===== config.mk =====
export PLATFORM = sky130hd
export DESIGN_NAME = neoled_top
export DESIGN_NICKNAME = d
export VERILOG_FILES = /design/src/logic/neoled_pkg.sv /design/src/logic/neoled_if.sv /design/src/logic/neoled_reg_decode.sv /design/src/logic/neoled_tx_fifo.sv /design/src/logic/neoled_serial_engine.sv /design/src/logic/neoled_status.sv /design/src/logic/neoled_top.sv
export SDC_FILE = /design/constraint.sdc
export NUM_CORES = 1
export LEC_CHECK = 0
export ABC_AREA = 1
export BUFFER_PORTS_ARGS = -buffer_cell sky130_fd_sc_hd__buf_2
export CORE_MARGIN = 1.5
export CORE_UTILIZATION = 45
export CTS_CLUSTER_SIZE = 14
export DETAILED_ROUTE_END_ITERATION = 8
export SLEW_MARGIN = 20
export SYNTH_ARGS = -nofsm -noshare
export SYNTH_HDL_FRONTEND = slang
export SYNTH_SLANG_ARGS = --single-unit

===== constraint.sdc =====
create_clock -name clk_i -period 3.7 [get_ports clk_i]
set_input_delay 0.555 -clock clk_i [delete_from_list [all_inputs] [get_ports clk_i]]
set_output_delay 0.555 -clock clk_i [all_outputs]
set_load 0.01 [all_outputs]

===== src/logic/neoled_pkg.sv =====
// smart-LED transmitter shared definitions
// control word layout, field widths, FIFO depth, LED data word views,
// FIFO entry format and serial engine states
package neoled_pkg;

    // control word bit positions --------------------
    localparam int ctrl_en_c         = 0;  // r/w module enable
    localparam int ctrl_mode_c       = 1;  // r/w 0 = RGB 24 bit, 1 = RGBW 32 bit
    localparam int ctrl_strobe_c     = 2;  // r/w tag next data writes as strobe
    localparam int ctrl_clksel_lsb_c = 3;  // r/w prescaler select, 3 bits
    localparam int ctrl_bufs_lsb_c   = 6;  // r/- log2 of FIFO depth, 4 bits
    localparam int ctrl_t_tot_lsb_c  = 10; // r/w ticks per bit period
    localparam int ctrl_t_0h_lsb_c   = 15; // r/w ticks high for a zero
    localparam int ctrl_t_1h_lsb_c   = 20; // r/w ticks high for a one
    localparam int ctrl_irq_conf_c   = 27; // r/w irq condition select
    localparam int ctrl_tx_empty_c   = 28; // r/- FIFO empty
    localparam int ctrl_tx_half_c    = 29; // r/- FIFO at least half full
    localparam int ctrl_tx_full_c    = 30; // r/- FIFO full
    localparam int ctrl_tx_busy_c    = 31; // r/- engine busy

    // field widths and sizes ------------------------
    localparam int clksel_w_c       = 3;
    localparam int timing_w_c       = 5;
    localparam int bufs_w_c         = 4;
    localparam int tx_fifo_depth_c  = 4;   // power of two
    localparam int strobe_periods_c = 127; // low periods per strobe

    localparam int addr_ctrl_c = 0; // word offsets
    localparam int addr_data_c = 1;

    // one LED data word, seen as RGBW or RGB
    typedef union packed {
        struct packed {
            logic [7:0] w;
            logic [7:0] r;
            logic [7:0] g;
            logic [7:0] b;
        } rgbw;
        struct packed {
            logic [7:0] unused; // not sent in RGB mode
            logic [7:0] g;
            logic [7:0] r;
            logic [7:0] b;
        } rgb;
    } led_word_u;

    typedef struct packed {
        logic      strobe; // send strobe instead of data
        logic      mode;   // RGBW when set
        led_word_u data;
    } tx_entry_t;

    typedef enum logic [2:0] {S_IDLE, S_INIT, S_GETBIT, S_PULSE, S_STROBE} serial_state_t;

endpackage


===== src/logic/neoled_if.sv =====
// configuration and status bundles of the smart-LED transmitter
// cfg carries the control register fields as levels
// status carries the FIFO flags and the engine busy flag
`timescale 1ns/1ns

interface neoled_cfg_if;
    import neoled_pkg::*;

    logic                  enable;   // module on
    logic                  mode;     // RGBW when set
    logic                  strobe;   // tag writes as strobe
    logic [clksel_w_c-1:0] clk_prsc; // tick every 2^(n+1) clocks
    logic                  irq_conf; // irq on less than half full
    logic [timing_w_c-1:0] t_total;  // period in ticks, minus one
    logic [timing_w_c-1:0] t0_high;  // zero high-time, minus one
    logic [timing_w_c-1:0] t1_high;  // one high-time, minus one

    modport source (
        output enable, mode, strobe, clk_prsc, irq_conf, t_total, t0_high, t1_high
    );
    modport sink (
        input enable, mode, strobe, clk_prsc, irq_conf, t_total, t0_high, t1_high
    );
endinterface

interface neoled_status_if;
    logic tx_empty; // from FIFO
    logic tx_half;
    logic tx_full;
    logic tx_busy;  // from engine

    modport fifo (
        output tx_empty, tx_half, tx_full
    );
    modport engine (
        output tx_busy
    );
    modport reader (
        input tx_empty, tx_half, tx_full, tx_busy
    );
endinterface


===== src/logic/neoled_reg_decode.sv =====
// bus write decode of the smart-LED transmitter
// offset 0 loads the control register, offset 1 queues a FIFO entry
// tagged with the current strobe and mode bits
`timescale 1ns/1ns

module neoled_reg_decode (
    input  logic                  clk_i,
    input  logic                  rstn_i,
    input  logic                  addr_i,       // word offset
    input  logic                  wren_i,
    input  logic [31:0]           data_i,
    neoled_cfg_if.source          cfg,
    output logic                  fifo_we_o,
    output neoled_pkg::tx_entry_t fifo_wdata_o
);
    import neoled_pkg::*;

    logic ctrl_we; // control register write
    logic data_we; // data word write

    assign ctrl_we = wren_i & (addr_i == 1'(addr_ctrl_c));
    assign data_we = wren_i & (addr_i == 1'(addr_data_c));

    // control register ------------------------------
    always_ff @(posedge clk_i or negedge rstn_i) begin
        if (!rstn_i) begin
            cfg.enable   <= 1'b0;
            cfg.mode     <= 1'b0;
            cfg.strobe   <= 1'b0;
            cfg.clk_prsc <= '0;
            cfg.irq_conf <= 1'b0;
            cfg.t_total  <= '0;
            cfg.t0_high  <= '0;
            cfg.t1_high  <= '0;
        end else if (ctrl_we) begin
            cfg.enable   <= data_i[ctrl_en_c];
            cfg.mode     <= data_i[ctrl_mode_c];
            cfg.strobe   <= data_i[ctrl_strobe_c];
            cfg.clk_prsc <= data_i[ctrl_clksel_lsb_c +: clksel_w_c];
            cfg.irq_conf <= data_i[ctrl_irq_conf_c];
            cfg.t_total  <= data_i[ctrl_t_tot_lsb_c +: timing_w_c];
            cfg.t0_high  <= data_i[ctrl_t_0h_lsb_c +: timing_w_c];
            cfg.t1_high  <= data_i[ctrl_t_1h_lsb_c +: timing_w_c];
        end
    end

    // FIFO write request ----------------------------
    // the FIFO takes the entry on the same edge as the bus write
    assign fifo_we_o           = data_we;
    assign fifo_wdata_o.strobe = cfg.strobe; // tag from current control bits
    assign fifo_wdata_o.mode   = cfg.mode;
    assign fifo_wdata_o.data   = data_i;     // raw word, decoded by engine

endmodule


===== src/logic/neoled_tx_fifo.sv =====
// TX FIFO of the smart-LED transmitter
// circular buffer with one extra pointer bit for full/empty,
// registered read data, synchronous clear and empty/half/full flags
`timescale 1ns/1ns

module neoled_tx_fifo #(
    parameter int depth = neoled_pkg::tx_fifo_depth_c // power of two
) (
    input  logic                  clk_i,
    input  logic                  rstn_i,
    input  logic                  clear_i, // sync flush
    input  logic                  we_i,
    input  logic                  re_i,
    input  neoled_pkg::tx_entry_t wdata_i,
    output neoled_pkg::tx_entry_t rdata_o, // valid one clock after a read
    output logic                  avail_o,
    neoled_status_if.fifo         status
);
    import neoled_pkg::*;

    localparam int aw_c = $clog2(depth);
    localparam logic [aw_c:0] half_c = (aw_c + 1)'(depth / 2);

    tx_entry_t     mem [0:depth-1]; // storage, no reset
    logic [aw_c:0] wr_ptr;          // msb is the wrap bit
    logic [aw_c:0] rd_ptr;
    logic [aw_c:0] level;           // entries held
    logic          full;
    logic          empty;
    logic          do_write;
    logic          do_read;

    assign empty    = (wr_ptr == rd_ptr);
    assign full     = (wr_ptr[aw_c] != rd_ptr[aw_c]) &&
                      (wr_ptr[aw_c-1:0] == rd_ptr[aw_c-1:0]);
    assign level    = wr_ptr - rd_ptr;
    assign do_write = we_i & ~full;  // drop writes when full
    assign do_read  = re_i & ~empty; // ignore reads when empty

    // pointers --------------------------------------
    always_ff @(posedge clk_i or negedge rstn_i) begin
        if (!rstn_i) begin
            wr_ptr <= '0;
            rd_ptr <= '0;
        end else if (clear_i) begin
            wr_ptr <= '0;
            rd_ptr <= '0;
        end else begin
            if (do_write) begin
                wr_ptr <= wr_ptr + 1'b1;
            end
            if (do_read) begin
                rd_ptr <= rd_ptr + 1'b1;
            end
        end
    end

    // storage and registered read -------------------
    always_ff @(posedge clk_i) begin
        if (do_write) begin
            mem[wr_ptr[aw_c-1:0]] <= wdata_i;
        end
        if (do_read) begin
            rdata_o <= mem[rd_ptr[aw_c-1:0]];
        end
    end

    assign avail_o         = ~empty;
    assign status.tx_empty = empty;
    assign status.tx_full  = full;
    assign status.tx_half  = (level >= half_c); // at least half full

endmodule


===== src/logic/neoled_serial_engine.sv =====
// serial pulse engine of the smart-LED transmitter
// prescaler tick, MSB-first bit FSM with programmable period and
// high-times, and the long low period of the strobe command
`timescale 1ns/1ns

module neoled_serial_engine (
    input  logic                  clk_i,
    input  logic                  rstn_i,
    neoled_cfg_if.sink            cfg,
    input  neoled_pkg::tx_entry_t entry_i, // FIFO read data
    input  logic                  avail_i,
    output logic                  fifo_re_o,
    neoled_status_if.engine       status,
    output logic                  neoled_o
);
    import neoled_pkg::*;

    localparam int strobe_w_c = $clog2(strobe_periods_c + 1);

    serial_state_t         state;
    logic [7:0]            prsc_cnt;   // free-running prescaler
    logic [7:0]            prsc_mask;  // low bits that must be all ones
    logic                  tick;       // one clock per prescaler period
    logic [5:0]            bit_cnt;    // bits left in frame
    logic [timing_w_c-1:0] pulse_cnt;  // ticks into current period
    logic [strobe_w_c-1:0] strobe_cnt; // low periods done in strobe
    logic                  tx_out;
    led_word_u             sreg;       // shift register, payload
    logic                  mode_q;     // RGBW frame when set
    logic [timing_w_c-1:0] t_high;     // high-time of current bit
    logic                  next_bit;

    assign prsc_mask = 8'((9'd2 << cfg.clk_prsc) - 9'd1);

    // first bit sits at the top of the view that matches the mode
    assign next_bit = mode_q ? sreg.rgbw.w[7] : sreg.rgb.g[7];

    // control FSM -----------------------------------
    always_ff @(posedge clk_i or negedge rstn_i) begin
        if (!rstn_i) begin
            state      <= S_IDLE;
            prsc_cnt   <= '0;
            tick       <= 1'b0;
            bit_cnt    <= '0;
            pulse_cnt  <= '0;
            strobe_cnt <= '0;
            tx_out     <= 1'b0;
        end else if (!cfg.enable) begin // disabled, park in idle
            state    <= S_IDLE;
            prsc_cnt <= '0;
            tick     <= 1'b0;
            tx_out   <= 1'b0;
        end else begin
            prsc_cnt <= prsc_cnt + 8'd1;
            tick     <= ((prsc_cnt & prsc_mask) == prsc_mask);
            unique case (state)
                S_IDLE: begin
                    tx_out     <= 1'b0;
                    pulse_cnt  <= '0;
                    strobe_cnt <= '0;
                    if (avail_i) begin
                        state <= S_INIT; // read data valid next clock
                    end
                end
                S_INIT: begin
                    bit_cnt <= entry_i.mode ? 6'd32 : 6'd24;
                    state   <= entry_i.strobe ? S_STROBE : S_GETBIT;
                end
                S_GETBIT: begin
                    bit_cnt   <= bit_cnt - 6'd1;
                    pulse_cnt <= '0;
                    if (bit_cnt == 6'd0) begin // frame done
                        tx_out <= 1'b0;
                        state  <= S_IDLE;
                    end else begin
                        tx_out <= 1'b1; // start of bit period
                        state  <= S_PULSE;
                    end
                end
                S_PULSE: begin
                    if (tick) begin
                        pulse_cnt <= pulse_cnt + 1'b1;
                        if (pulse_cnt == t_high) begin
                            tx_out <= 1'b0; // end of high-time
                        end
                        if (pulse_cnt == cfg.t_total) begin
                            state <= S_GETBIT;
                        end
                    end
                end
                S_STROBE: begin // line stays low
                    if (tick) begin
                        if (pulse_cnt == cfg.t_total) begin
                            pulse_cnt  <= '0;
                            strobe_cnt <= strobe_cnt + 1'b1;
                        end else begin
                            pulse_cnt <= pulse_cnt + 1'b1;
                        end
                    end
                    if (strobe_cnt == strobe_w_c'(strobe_periods_c)) begin
                        state <= S_IDLE;
                    end
                end
                default: begin
                    state <= S_IDLE;
                end
            endcase
        end
    end

    // shift register and per-bit high-time ----------
    always_ff @(posedge clk_i) begin
        if (state == S_INIT) begin
            mode_q <= entry_i.mode;
            sreg   <= entry_i.data;
        end else if (state == S_GETBIT) begin
            sreg   <= {sreg[30:0], 1'b0}; // msb first
            t_high <= next_bit ? cfg.t1_high : cfg.t0_high;
        end
    end

    assign fifo_re_o      = (state == S_IDLE); // pull while idle
    assign status.tx_busy = (state != S_IDLE);
    assign neoled_o       = tx_out & cfg.enable; // low at once when disabled

endmodule


===== src/logic/neoled_status.sv =====
// readback, acknowledge and interrupt of the smart-LED transmitter
// assembles the control word with FIFO size and status flags
`timescale 1ns/1ns

module neoled_status (
    input  logic              clk_i,
    input  logic              rstn_i,
    input  logic              rden_i,
    input  logic              wren_i,
    input  logic              addr_i,
    neoled_cfg_if.sink        cfg,
    neoled_status_if.reader   status,
    output logic [31:0]       data_o,
    output logic              ack_o,
    output logic              irq_o
);
    import neoled_pkg::*;

    localparam logic [bufs_w_c-1:0] bufs_c = bufs_w_c'($clog2(tx_fifo_depth_c));

    logic ctrl_rd; // read of control offset

    assign ctrl_rd = rden_i & (addr_i == 1'(addr_ctrl_c));

    always_ff @(posedge clk_i or negedge rstn_i) begin
        if (!rstn_i) begin
            ack_o  <= 1'b0;
            irq_o  <= 1'b0;
            data_o <= '0;
        end else begin
            ack_o  <= rden_i | wren_i; // one cycle after any access
            data_o <= '0;              // zero unless control read
            if (ctrl_rd) begin
                data_o[ctrl_en_c]                          <= cfg.enable;
                data_o[ctrl_mode_c]                        <= cfg.mode;
                data_o[ctrl_strobe_c]                      <= cfg.strobe;
                data_o[ctrl_clksel_lsb_c +: clksel_w_c]    <= cfg.clk_prsc;
                data_o[ctrl_bufs_lsb_c +: bufs_w_c]        <= bufs_c;
                data_o[ctrl_t_tot_lsb_c +: timing_w_c]     <= cfg.t_total;
                data_o[ctrl_t_0h_lsb_c +: timing_w_c]      <= cfg.t0_high;
                data_o[ctrl_t_1h_lsb_c +: timing_w_c]      <= cfg.t1_high;
                data_o[ctrl_irq_conf_c]                    <= cfg.irq_conf;
                data_o[ctrl_tx_empty_c]                    <= status.tx_empty;
                data_o[ctrl_tx_half_c]                     <= status.tx_half;
                data_o[ctrl_tx_full_c]                     <= status.tx_full;
                data_o[ctrl_tx_busy_c]                     <= status.tx_busy;
            end
            // irq only while enabled
            irq_o <= cfg.enable & ((~cfg.irq_conf & status.tx_empty) | // drained
                                   ( cfg.irq_conf & ~status.tx_half)); // below half
        end
    end

endmodule


===== src/logic/neoled_top.sv =====
// smart-LED serial transmitter, top level
// word bus with control at offset 0 and data at offset 1,
// TX FIFO feeding the serial engine, one serial line and an irq
`timescale 1ns/1ns

module neoled_top (
    input  logic        clk_i,
    input  logic        rstn_i,
    input  logic        addr_i,  // word offset
    input  logic        rden_i,
    input  logic        wren_i,
    input  logic [31:0] data_i,
    output logic [31:0] data_o,
    output logic        ack_o,
    output logic        irq_o,
    output logic        neoled_o // serial LED line
);
    import neoled_pkg::*;

    neoled_cfg_if    cfg_if ();
    neoled_status_if status_if ();

    logic      fifo_we;
    logic      fifo_re;
    logic      fifo_avail;
    logic      fifo_clear;
    tx_entry_t fifo_wdata;
    tx_entry_t fifo_rdata;

    assign fifo_clear = ~cfg_if.enable; // flush while disabled

    neoled_reg_decode u_decode (
        .clk_i        (clk_i),
        .rstn_i       (rstn_i),
        .addr_i       (addr_i),
        .wren_i       (wren_i),
        .data_i       (data_i),
        .cfg          (cfg_if.source),
        .fifo_we_o    (fifo_we),
        .fifo_wdata_o (fifo_wdata)
    );

    neoled_tx_fifo #(
        .depth (tx_fifo_depth_c)
    ) u_fifo (
        .clk_i   (clk_i),
        .rstn_i  (rstn_i),
        .clear_i (fifo_clear),
        .we_i    (fifo_we),
        .re_i    (fifo_re),
        .wdata_i (fifo_wdata),
        .rdata_o (fifo_rdata),
        .avail_o (fifo_avail),
        .status  (status_if.fifo)
    );

    neoled_serial_engine u_engine (
        .clk_i     (clk_i),
        .rstn_i    (rstn_i),
        .cfg       (cfg_if.sink),
        .entry_i   (fifo_rdata),
        .avail_i   (fifo_avail),
        .fifo_re_o (fifo_re),
        .status    (status_if.engine),
        .neoled_o  (neoled_o)
    );

    neoled_status u_status (
        .clk_i  (clk_i),
        .rstn_i (rstn_i),
        .rden_i (rden_i),
        .wren_i (wren_i),
        .addr_i (addr_i),
        .cfg    (cfg_if.sink),
        .status (status_if.reader),
        .data_o (data_o),
        .ack_o  (ack_o),
        .irq_o  (irq_o)
    );

endmodule


Word-level counts from Yosys, hierarchy flattened:

Memory sizes are Yosys's and may differ from the RTL's. A register that Yosys moved wholly into a read port is not among the register bits.
Index checks and enable logic that the tools add are counted.

* add/sub/neg operators: 8
* magnitude comparators: 1
* equal/unequal tests: 22
* shifts and indexed selects: 1
* muxes and demuxes: 36
* bitwise operators: 18
* reductions and logical operators: 14

Operators by type and width (count)
* 2-to-1 mux 32 bit: 2
* 2-to-1 mux 3 bit: 10
* 2-to-1 mux 25 bit: 1
* 2-to-1 mux 5 bit: 5
* case mux 3 bit (5 select lines): 1
* case mux 5 bit (3 select lines): 1
* 2-to-1 mux 7 bit: 2
* case mux 7 bit (2 select lines): 1
* != test 3 x 2 -> 1 bit, second input constant: 4
* case mux 6 bit (2 select lines): 1
* AND reduction 4 bit: 3
* == test 5 bit: 2
* != test 2 x 1 -> 1 bit, second input constant: 5
* AND 1 bit: 9
* adder 8 x 1 -> 8 bit, second input constant: 1
* AND 8 bit: 1
* == test 8 bit: 1
* 2-to-1 mux 1 bit: 8
* 2-to-1 mux 8 bit: 1
* << shifter 2 x 3 -> 8 bit, first input constant: 1
* subtractor 8 x 1 -> 8 bit, second input constant: 1
* adder 7 x 1 -> 7 bit, second input constant: 1
* == test 7 bit, second input constant: 1
* adder 3 x 1 -> 3 bit, second input constant: 2
* other kinds (25): 35

* register bits: 129
* memory bits (writable): 136
* bits of input ports: 37
* output and inout port bits: 35
* logic and storage cells: 124
* memories: 1

Memory list
* u_fifo.mem: depth 4, bits a word 34, rd ports 1, clocked after memory_dff 1, wr ports 1, line neoled_tx_fifo.sv:24 `tx_entry_t mem [0:depth-1];`

Depth between registers and ports, before layout:

Gate-level depths: netlist of the first run.

* depth after elaboration: 6
* mapped depth: 11
* depth with buffers taken out: 10

By module:

A second synthesis of the first run with hierarchy kept.

* cells, all modules: 1129
* area total of the unflattened synthesis: 12585.8 um^2

By module, submodules not included
* neoled_tx_fifo: instances 1, cells each 435, area an instance 6687.7 um^2, seq. area each 5255.0 um^2
* neoled_serial_engine: instances 1, cells each 464, area an instance 3698.5 um^2, seq. area each 1916.8 um^2
* neoled_reg_decode: instances 1, cells each 132, area an instance 1168.6 um^2, seq. area each 550.5 um^2
* neoled_status: instances 1, cells each 97, area an instance 1027.2 um^2, seq. area each 725.7 um^2
* neoled_top: instances 1, cells each 1, area an instance 3.8 um^2, seq. area each 0.0 um^2

Least setup slack after synthesis of the first run:

OpenSTA, ideal clock, no wires.

* path type: flip-flop to flip-flop
* start point: reg u_fifo.rd_ptr[1]
* end point: mem u_fifo.mem[0][0] in the netlist's numbering (enable)
* library setup time: 0.425 ns
* arrival: 2.893 ns
* data required time: 3.275 ns
* slack: 0.382 ns
* cell stages (with the launch flop): 9
* path buffers: 1
* clock period less this slack: 3.318 ns
* cells stage by stage: dfrtp_1 -> inv_1 -> clkbuf_1 -> ha_1 -> nand2_1 -> inv_1 -> nand2_1 -> nand3_1 -> nor2_1

* word-level cells in the longest chain between the ends: 6

Ends and longest elaborated chain
* start, declared: line neoled_tx_fifo.sv:26 `logic [aw_c:0] rd_ptr;`
* start signal, assigned: line neoled_tx_fifo.sv:53 `rd_ptr <= rd_ptr + 1'b1;`
* == test 2 bit: line neoled_tx_fifo.sv:35 `(wr_ptr[aw_c-1:0] == rd_ptr[aw_c-1:0]);`
* logical AND 1 bit: line neoled_tx_fifo.sv:34 `assign full = (wr_ptr[aw_c] != rd_ptr[aw_c]) &&`
* NOT 1 bit: line neoled_tx_fifo.sv:37 `assign do_write = we_i & ~full;`
* AND 1 bit: line neoled_tx_fifo.sv:37
* 2-to-1 mux 1 bit: line neoled_tx_fifo.sv:60 `if (do_write) begin`
* 2-to-1 mux 1 bit (implied by the code): line neoled_tx_fifo.sv:61 `mem[wr_ptr[aw_c-1:0]] <= wdata_i;`
* end, declared: line neoled_tx_fifo.sv:24

No other way between the ends.

Final worst setup path of the first run:

* start point: reg u_fifo.wr_ptr[0]
* end point: mem u_fifo.mem[2][8] in the netlist's numbering (enable)

* word-level cells in the longest chain between the ends: 6

Ends and longest elaborated chain
* start, declared: line neoled_tx_fifo.sv:25 `logic [aw_c:0] wr_ptr;`
* start signal, assigned: line neoled_tx_fifo.sv:50 `wr_ptr <= wr_ptr + 1'b1;`
* == test 2 bit: line neoled_tx_fifo.sv:35
* logical AND 1 bit: line neoled_tx_fifo.sv:34
* NOT 1 bit: line neoled_tx_fifo.sv:37
* AND 1 bit: line neoled_tx_fifo.sv:37
* 2-to-1 mux 1 bit: line neoled_tx_fifo.sv:60
* 2-to-1 mux 1 bit (implied by the code): line neoled_tx_fifo.sv:61

Parallel ways exist; a longest one is shown, timed or not.

==> results_dict.tcl, run 1 <==
set metrics [dict create \
    clkTransAtPathRegs_ps 60 \
    cp.required_ps 3930 \
    initial_core_util_pct 46.2 \
    cts_htree_levels 1 \
    grt_use_total_pct 18.4 \
    n_antenna_cell 0 \
    crit_fanout 19 \
    cp-end-kind "flip-flop" \
    seqPwrFrac_pct 47.8 \
    slew-limit-headroom_pct 37.3 \
    first_pass_iters 5 \
    nets 1117 \
    grt_pass1_vias 6832 \
    grt_first_pass_wirelength_um 38000 \
    p_total_uw 10200 \
    postCtsSetupBuffers 0 \
    final_common_cell "edfxtp_1" \
    cp_slowest_cell "nor2_4" \
    vias 7145 \
    cp_slowest_stage_delay_ps 600 \
    ant_nets 0 \
    switching_power_uw 3270 \
    grt_max_degree 71 \
    dieWidth_um 164 \
    drtIter0Drc 743 \
    cts_hold_buf 0 \
    synth_seq_cells 296 \
    worst_pin_slew_ps 938 \
    pwr-share-comb_pct 24.3 \
    dpl_worst_slack_ps 1150 \
    routed_wl_um 24100 \
    status "complete, no violations" \
    syn_avg_cell_area_um2 11.8 \
    clock_latency_ps 530 \
    r2r_cells 8 \
    hold_viol 0 \
    clock_skew_ps 11.1 \
    cp_top_family "simple AND/OR/NAND/NOR gates" \
    power_density_nw_per_um2 766 \
    cp-start-kind "flip-flop" \
    core_area_um2 25400 \
    critPathArrivalTime_ps 2800 \
    worstPathCellList "inv_1, ha_1, nand2_1, inv_1, nand2_1, nand3_1, nor2_4, buf_12" \
    p_int_uw 6980 \
    synth_cells 996 \
    nFillCells 2205 \
    cts_made_buffers 29 \
    swShare_pct 31.9 \
    wl_per_cell_um 17.0 \
    fin_crit_ps 2570 \
    report.final.slew_viol_count 0 \
    tns_ps 0 \
    finalCritPeriodShare_pct 69.3 \
    grt_antenna_before_repair 0 \
    grt_overflow 0 \
    ctsRootBufferMaster "clkbuf_16" \
    crit_buf_inv 3 \
    final_cell_mix "208 x edfxtp_1, 174 x nand2_1, 147 x nor2_1, 87 x o21ai_0, 87 x dfrtp_1" \
    drc_errors 0 \
    cts_tree "built" \
    seq_area_frac_synth_pct 72.0 \
    vias_per_cell 5.04 \
    peakVddDrop_mv 0.420 \
    hpwlAfterDp_um 15600 \
    path_depth 8 \
    rsz0062_at_grt "false" \
    setup_viol 0 \
    gp_congestion 0.840 \
    syn-cell-area_um2 11700 \
    area_growth_pct 14.0 \
    cts_buffer_depth 3 \
    cts.sink_count 296 \
    clkPwrFrac_pct 28.0 \
    io_pins 72 \
    portBuffers 66 \
    hold_path.class "in2async" \
    drive_gt1_share_pct 15.1 \
    p_leak_uw 0.00551 \
    yosysWarnings 0 \
    path_class "reg2reg" \
    die_h_um 164 \
    synth_top_area_share_pct 53.2 \
    final_util_pct 52.7 \
    post_cts_resized 0 \
    num_rows 58 \
    yosys.area.top_type "edfxtp_1" \
    max_cap_viol_count 0 \
    fin_ws_ps 1130 \
    fmax_ghz 0.390 \
    synthDistinctLibCells 35 \
    synth_area_leaders "edfxtp_1 53%, dfrtp_1 19%, nand2_1 5.6%, nor2_1 4.8%, o21ai_0 3.7%" \
    die_area_um2 27000 \
]
==> path summary, 6_finish.rpt <==
check                                     start                 endpoint  slack (ps)
setup / recovery               u_fifo.wr_ptr[0]         u_fifo.mem[2][8]        1130
hold / removal                           rstn_i   u_engine.strobe_cnt[5]         130
setup reg to reg               u_fifo.wr_ptr[0]         u_fifo.mem[2][8]        1130
hold reg to reg            u_engine.prsc_cnt[7]     u_engine.prsc_cnt[7]         460
max in group asynchronous                rstn_i  u_decode.cfg.t1_high[4]        2840
min in group clk_i                       rden_i           u_status.ack_o         210
==> metal layers <==
layer | part of all wire, % | vias up | GRT usage (%)
li1 | - | 3526 | -
met1 | 49 | 3437 | 27.9
met2 | 45 | 153 | 28.2
met3 | 4.7 | 29 | 2.26
met4 | 1.7 | 0 | 4.59
met5 | 0 | - | 0
==> sequential cells by signal, summed over array words and instances (netlist names), 6 cells and up <==
name and cells:
u_fifo.mem 136, u_engine.strobe_cnt 7, u_engine.prsc_cnt 8, u_engine.sreg 32, u_engine.bit_cnt 6, u_fifo.rdata_o 34
u_status.data_o 27
==> power by group through the flow <==
stage,Clock [uW],Sequential [uW],Combinational [uW]
after floorplan,0,4900,1780
after CTS,2930,4900,2530
after global routing,3060,4970,2850
final,2870,4890,2490
after detailed placement,0,4960,2520
after global placement,0,4950,2490
==> logic make-up after synthesis <==
logic type               count (synthesis)  synth area share [%]
AO/OA/AOI/OAI                          176                  8.17
other                                    1                0.0320
buffers and inverters                  116                  4.03
XOR/XNOR                                13                 0.971
flip-flops                             296                  72.0
adder cells (fa/ha/maj)                 13                  1.45
AND/OR/NAND/NOR                        381                  13.3
==> per-stage QoR <==
stage	hold WS (ps)	instances	cell area, um2
after global routing	187	1419	13400
after detailed placement	455	1366	12500
after CTS	153	1419	13400
final	130	1419	13400
after floorplan	259	1000	11700
after global placement	453	1366	12500
==> final cells by class <==
| cell class | count | area [um2] | area share (%) |
|---|---|---|---|
| Sequential cell | 296 | 8450 | 63.2 |
| Multi-Input combinational cell | 588 | 2860 | 21.4 |
| Clock buffer | 38 | 779 | 5.83 |
| Timing Repair Buffer | 79 | 455 | 3.40 |
| Tap cell | 330 | 413 | 3.09 |
| Inverter | 73 | 274 | 2.05 |
| Clock inverter | 15 | 146 | 1.09 |
==> cells in the mapped netlist <==
library cell / number
o31ai_1: 1
inv_1: 60
dfrtp_1: 88
fa_1: 1
nand2_1: 174
buf_2: 2
nor2_4: 3
a21oi_2: 1
or2_2: 5
buf_1: 1
conb_1: 1
buf_4: 5
nand4_1: 4
nor2_1: 151
o21ai_2: 3
ha_1: 12
o21ai_0: 87
nor3_1: 1
o21ai_4: 1
clkinv_1: 2
xnor2_1: 3
clkbuf_1: 34
nand2_2: 7
xor2_1: 10
a21oi_1: 34
buf_12: 1
o22ai_1: 35
o21ai_1: 12
nor2_2: 3
nand3_1: 29
nand3b_1: 1
edfxtp_1: 208
inv_2: 11
a22oi_1: 2
nand2_4: 3
(Power assumes the default switching activity.)
==> run 2: changes to the inputs <==
- ABC_AREA: 1 -> 0
- clock period: 3.7 -> 2.6 ns (I/O delays scaled with it)
==> results_dict.tcl, run 2 <==
set metrics [dict create \
    worst_pin_slew_ps 721 \
    ant_nets 0 \
    critPathArrivalTime_ps 2730 \
    hpwlAfterDp_um 14000 \
    cp-start-kind "flip-flop" \
    seq_area_frac_synth_pct 73.0 \
    max_cap_viol_count 0 \
    clock_skew_ps 11.9 \
    die_h_um 163 \
    grt_use_total_pct 17.7 \
    final_util_pct 53.4 \
    fmax_ghz 0.412 \
    grt_overflow 0 \
    largest_reg_flops 136 \
    hold_path.class "in2reg" \
    ctsRootBufferMaster "clkbuf_16" \
    synthDistinctLibCells 53 \
    rsz0062_at_grt "false" \
    first_pass_iters 4 \
    syn-cell-area_um2 11600 \
    synth_cells 728 \
    grt_pass1_vias 6569 \
    initial_core_util_pct 45.9 \
    synth_seq_cells 296 \
    yosys.area.top_type "edfxtp_1" \
    vias_per_cell 5.28 \
    status "complete, no violations" \
    routed_wl_um 22500 \
    cts.sink_count 296 \
    cp-end-kind "flip-flop" \
    placed_area_um2 12400 \
    final_common_cell "edfxtp_1" \
    synth_area_leaders "edfxtp_1 54%, dfrtp_1 19%, mux4_2 6.6%, nand2_1 3.8%, mux2_2 2.5%" \
    cts_htree_levels 1 \
    cp_top_family "buffers and inverters" \
    io_pins 72 \
    cp_slowest_stage_delay_ps 430 \
    tns_ps 0 \
    p_leak_uw 0.00520 \
    gp_congestion 0.799 \
    syn_avg_cell_area_um2 15.9 \
    wl_per_cell_um 19.2 \
    crit_buf_inv 3 \
    die_area_um2 26700 \
    n_antenna_cell 0 \
    post_cts_resized 0 \
    yosysWarnings 0 \
    fin_area_um2 13400 \
    reg2reg_slack_ps 170 \
    worstPathCellList "inv_1, ha_1, nand2_1, or2_2, nand2_1, clkinvlp_4, buf_12" \
    synth_flop_cell "edfxtp_1" \
    setup_viol 0 \
    clock_latency_ps 550 \
    portBuffers 66 \
    core_area_um2 25200 \
    num_rows 58 \
    crit_top_cell "nand2_1" \
    dieWidth_um 163 \
    drtIter0Drc 449 \
    synth_top_area_share_pct 54.0 \
    finalCritPeriodShare_pct 93.3 \
    clkTransAtPathRegs_ps 60 \
    vias 6178 \
    area_growth_pct 16.2 \
    path_class "reg2reg" \
    grt_max_degree 51 \
    crit_fanout 19 \
    peakVddDrop_mv 0.559 \
    cp.required_ps 2910 \
    drc_errors 0 \
    cts_made_buffers 30 \
    report.final.slew_viol_count 0 \
    cts_tree "built" \
    nFillCells 1985 \
    hold_viol 0 \
    ys_top_cells_by_count "208 x edfxtp_1, 117 x nand2_1, 88 x dfrtp_1, 38 x and2_1, 34 x mux4_2" \
    synth.most_common_cell "edfxtp_1" \
    slew-limit-headroom_pct 50.5 \
    grt_first_pass_wirelength_um 36000 \
    power_density_nw_per_um2 1030 \
    fin_crit_ps 2430 \
    drive_gt1_share_pct 24.6 \
    cts_buffer_depth 3 \
    synthArstFlopShare_pct 29.7 \
    synth_edf_count 208 \
    cp_slowest_cell "clkinvlp_4" \
    grt_antenna_before_repair 2 \
    final_cell_mix "208 x edfxtp_1, 117 x nand2_1, 87 x dfrtp_1, 65 x buf_2" \
    nets 867 \
]
==> run 2: worst register-to-register path: stages, from the launching register on <==
cell and delay, ps:
dfrtp_1 380, inv_1 110, ha_1 310, nand2_1 100, or2_2 340, nand2_1 170, clkinvlp_4 430, buf_12 330
==> run 2: cells by family (layout without fill, tap and decap cells) <==
| kind of cell | count (synthesis) | in the layout | synth area share [%] |
|---|---|---|---|
| DFF | 296 | 296 | 73.0 |
| buffers and inverters | 53 | 162 | 2.02 |
| adders and majority gates | 13 | 13 | 1.47 |
| and+or+nand+nor | 222 | 222 | 9.22 |
| muxes | 61 | 61 | 9.24 |
| xor gates and xnor gates | 22 | 22 | 1.67 |
| AOI/OAI and AO/OA | 60 | 60 | 3.33 |
| other | 1 | 5 | 0.0324 |
==> run 2: layout make-up <==
cell class / count / area [um2] / share of cell area, %
inverters: 21 / 82.6 / 0.614
multi-input cells: 383 / 2910 / 21.6
well taps: 330 / 413 / 3.07
flip-flops and latches: 296 / 8450 / 62.8
repair buffers: 85 / 528 / 3.93
clock buffers: 34 / 787 / 5.85
clock inverters: 22 / 277 / 2.06
==> run 2: where the power goes <==
| part | switching (uW) | internal, uW |
|---|---|---|
| Combinational | 1610 | 1000 |
| Clock | 1730 | 2850 |
| Sequential | 395 | 6220 |
| Total | 3730 | 10100 |
==> run 2: routing by layer <==
layer / routed length [um] / global-route usage, %
met3: 1180 / 3.43
met2: 10900 / 29.0
met5: 22 / 0
met4: 621 / 5.84
met1: 9750 / 23.8
==> run 2: stage by stage <==
stage | instances | hold WS (ps) | total power (uW) | setup slack, ps
detailed placement | 1114 | 459 | 9350 | 178
floorplan | 732 | 94.4 | 8440 | 41.6
global placement | 1114 | 445 | 9220 | 276
global route | 1171 | 40.3 | 14500 | 24.2
CTS | 1171 | 24.9 | 14000 | 157
finish | 1171 | 46.9 | 13800 | 173
==> run 2: repair_timing <==
item,in CTS,in global routing
endpoints found under the hold margin,48,0
buffers inserted,0,0
hold buffers,1,0
==> run 2: path summary, 6_finish.rpt <==
path                       cells after the start             endpoint               startpoint
setup / recovery                               7   u_fifo.rdata_o[19]         u_fifo.wr_ptr[0]
hold / removal                                 2       u_status.ack_o                   rden_i
setup reg to reg                               7   u_fifo.rdata_o[19]         u_fifo.wr_ptr[0]
hold reg to reg                                1  u_status.data_o[21]  u_decode.cfg.t1_high[1]
max in group asynchronous                      3  u_status.data_o[13]                   rstn_i
min in group asynchronous                      2   u_status.data_o[7]                   rstn_i
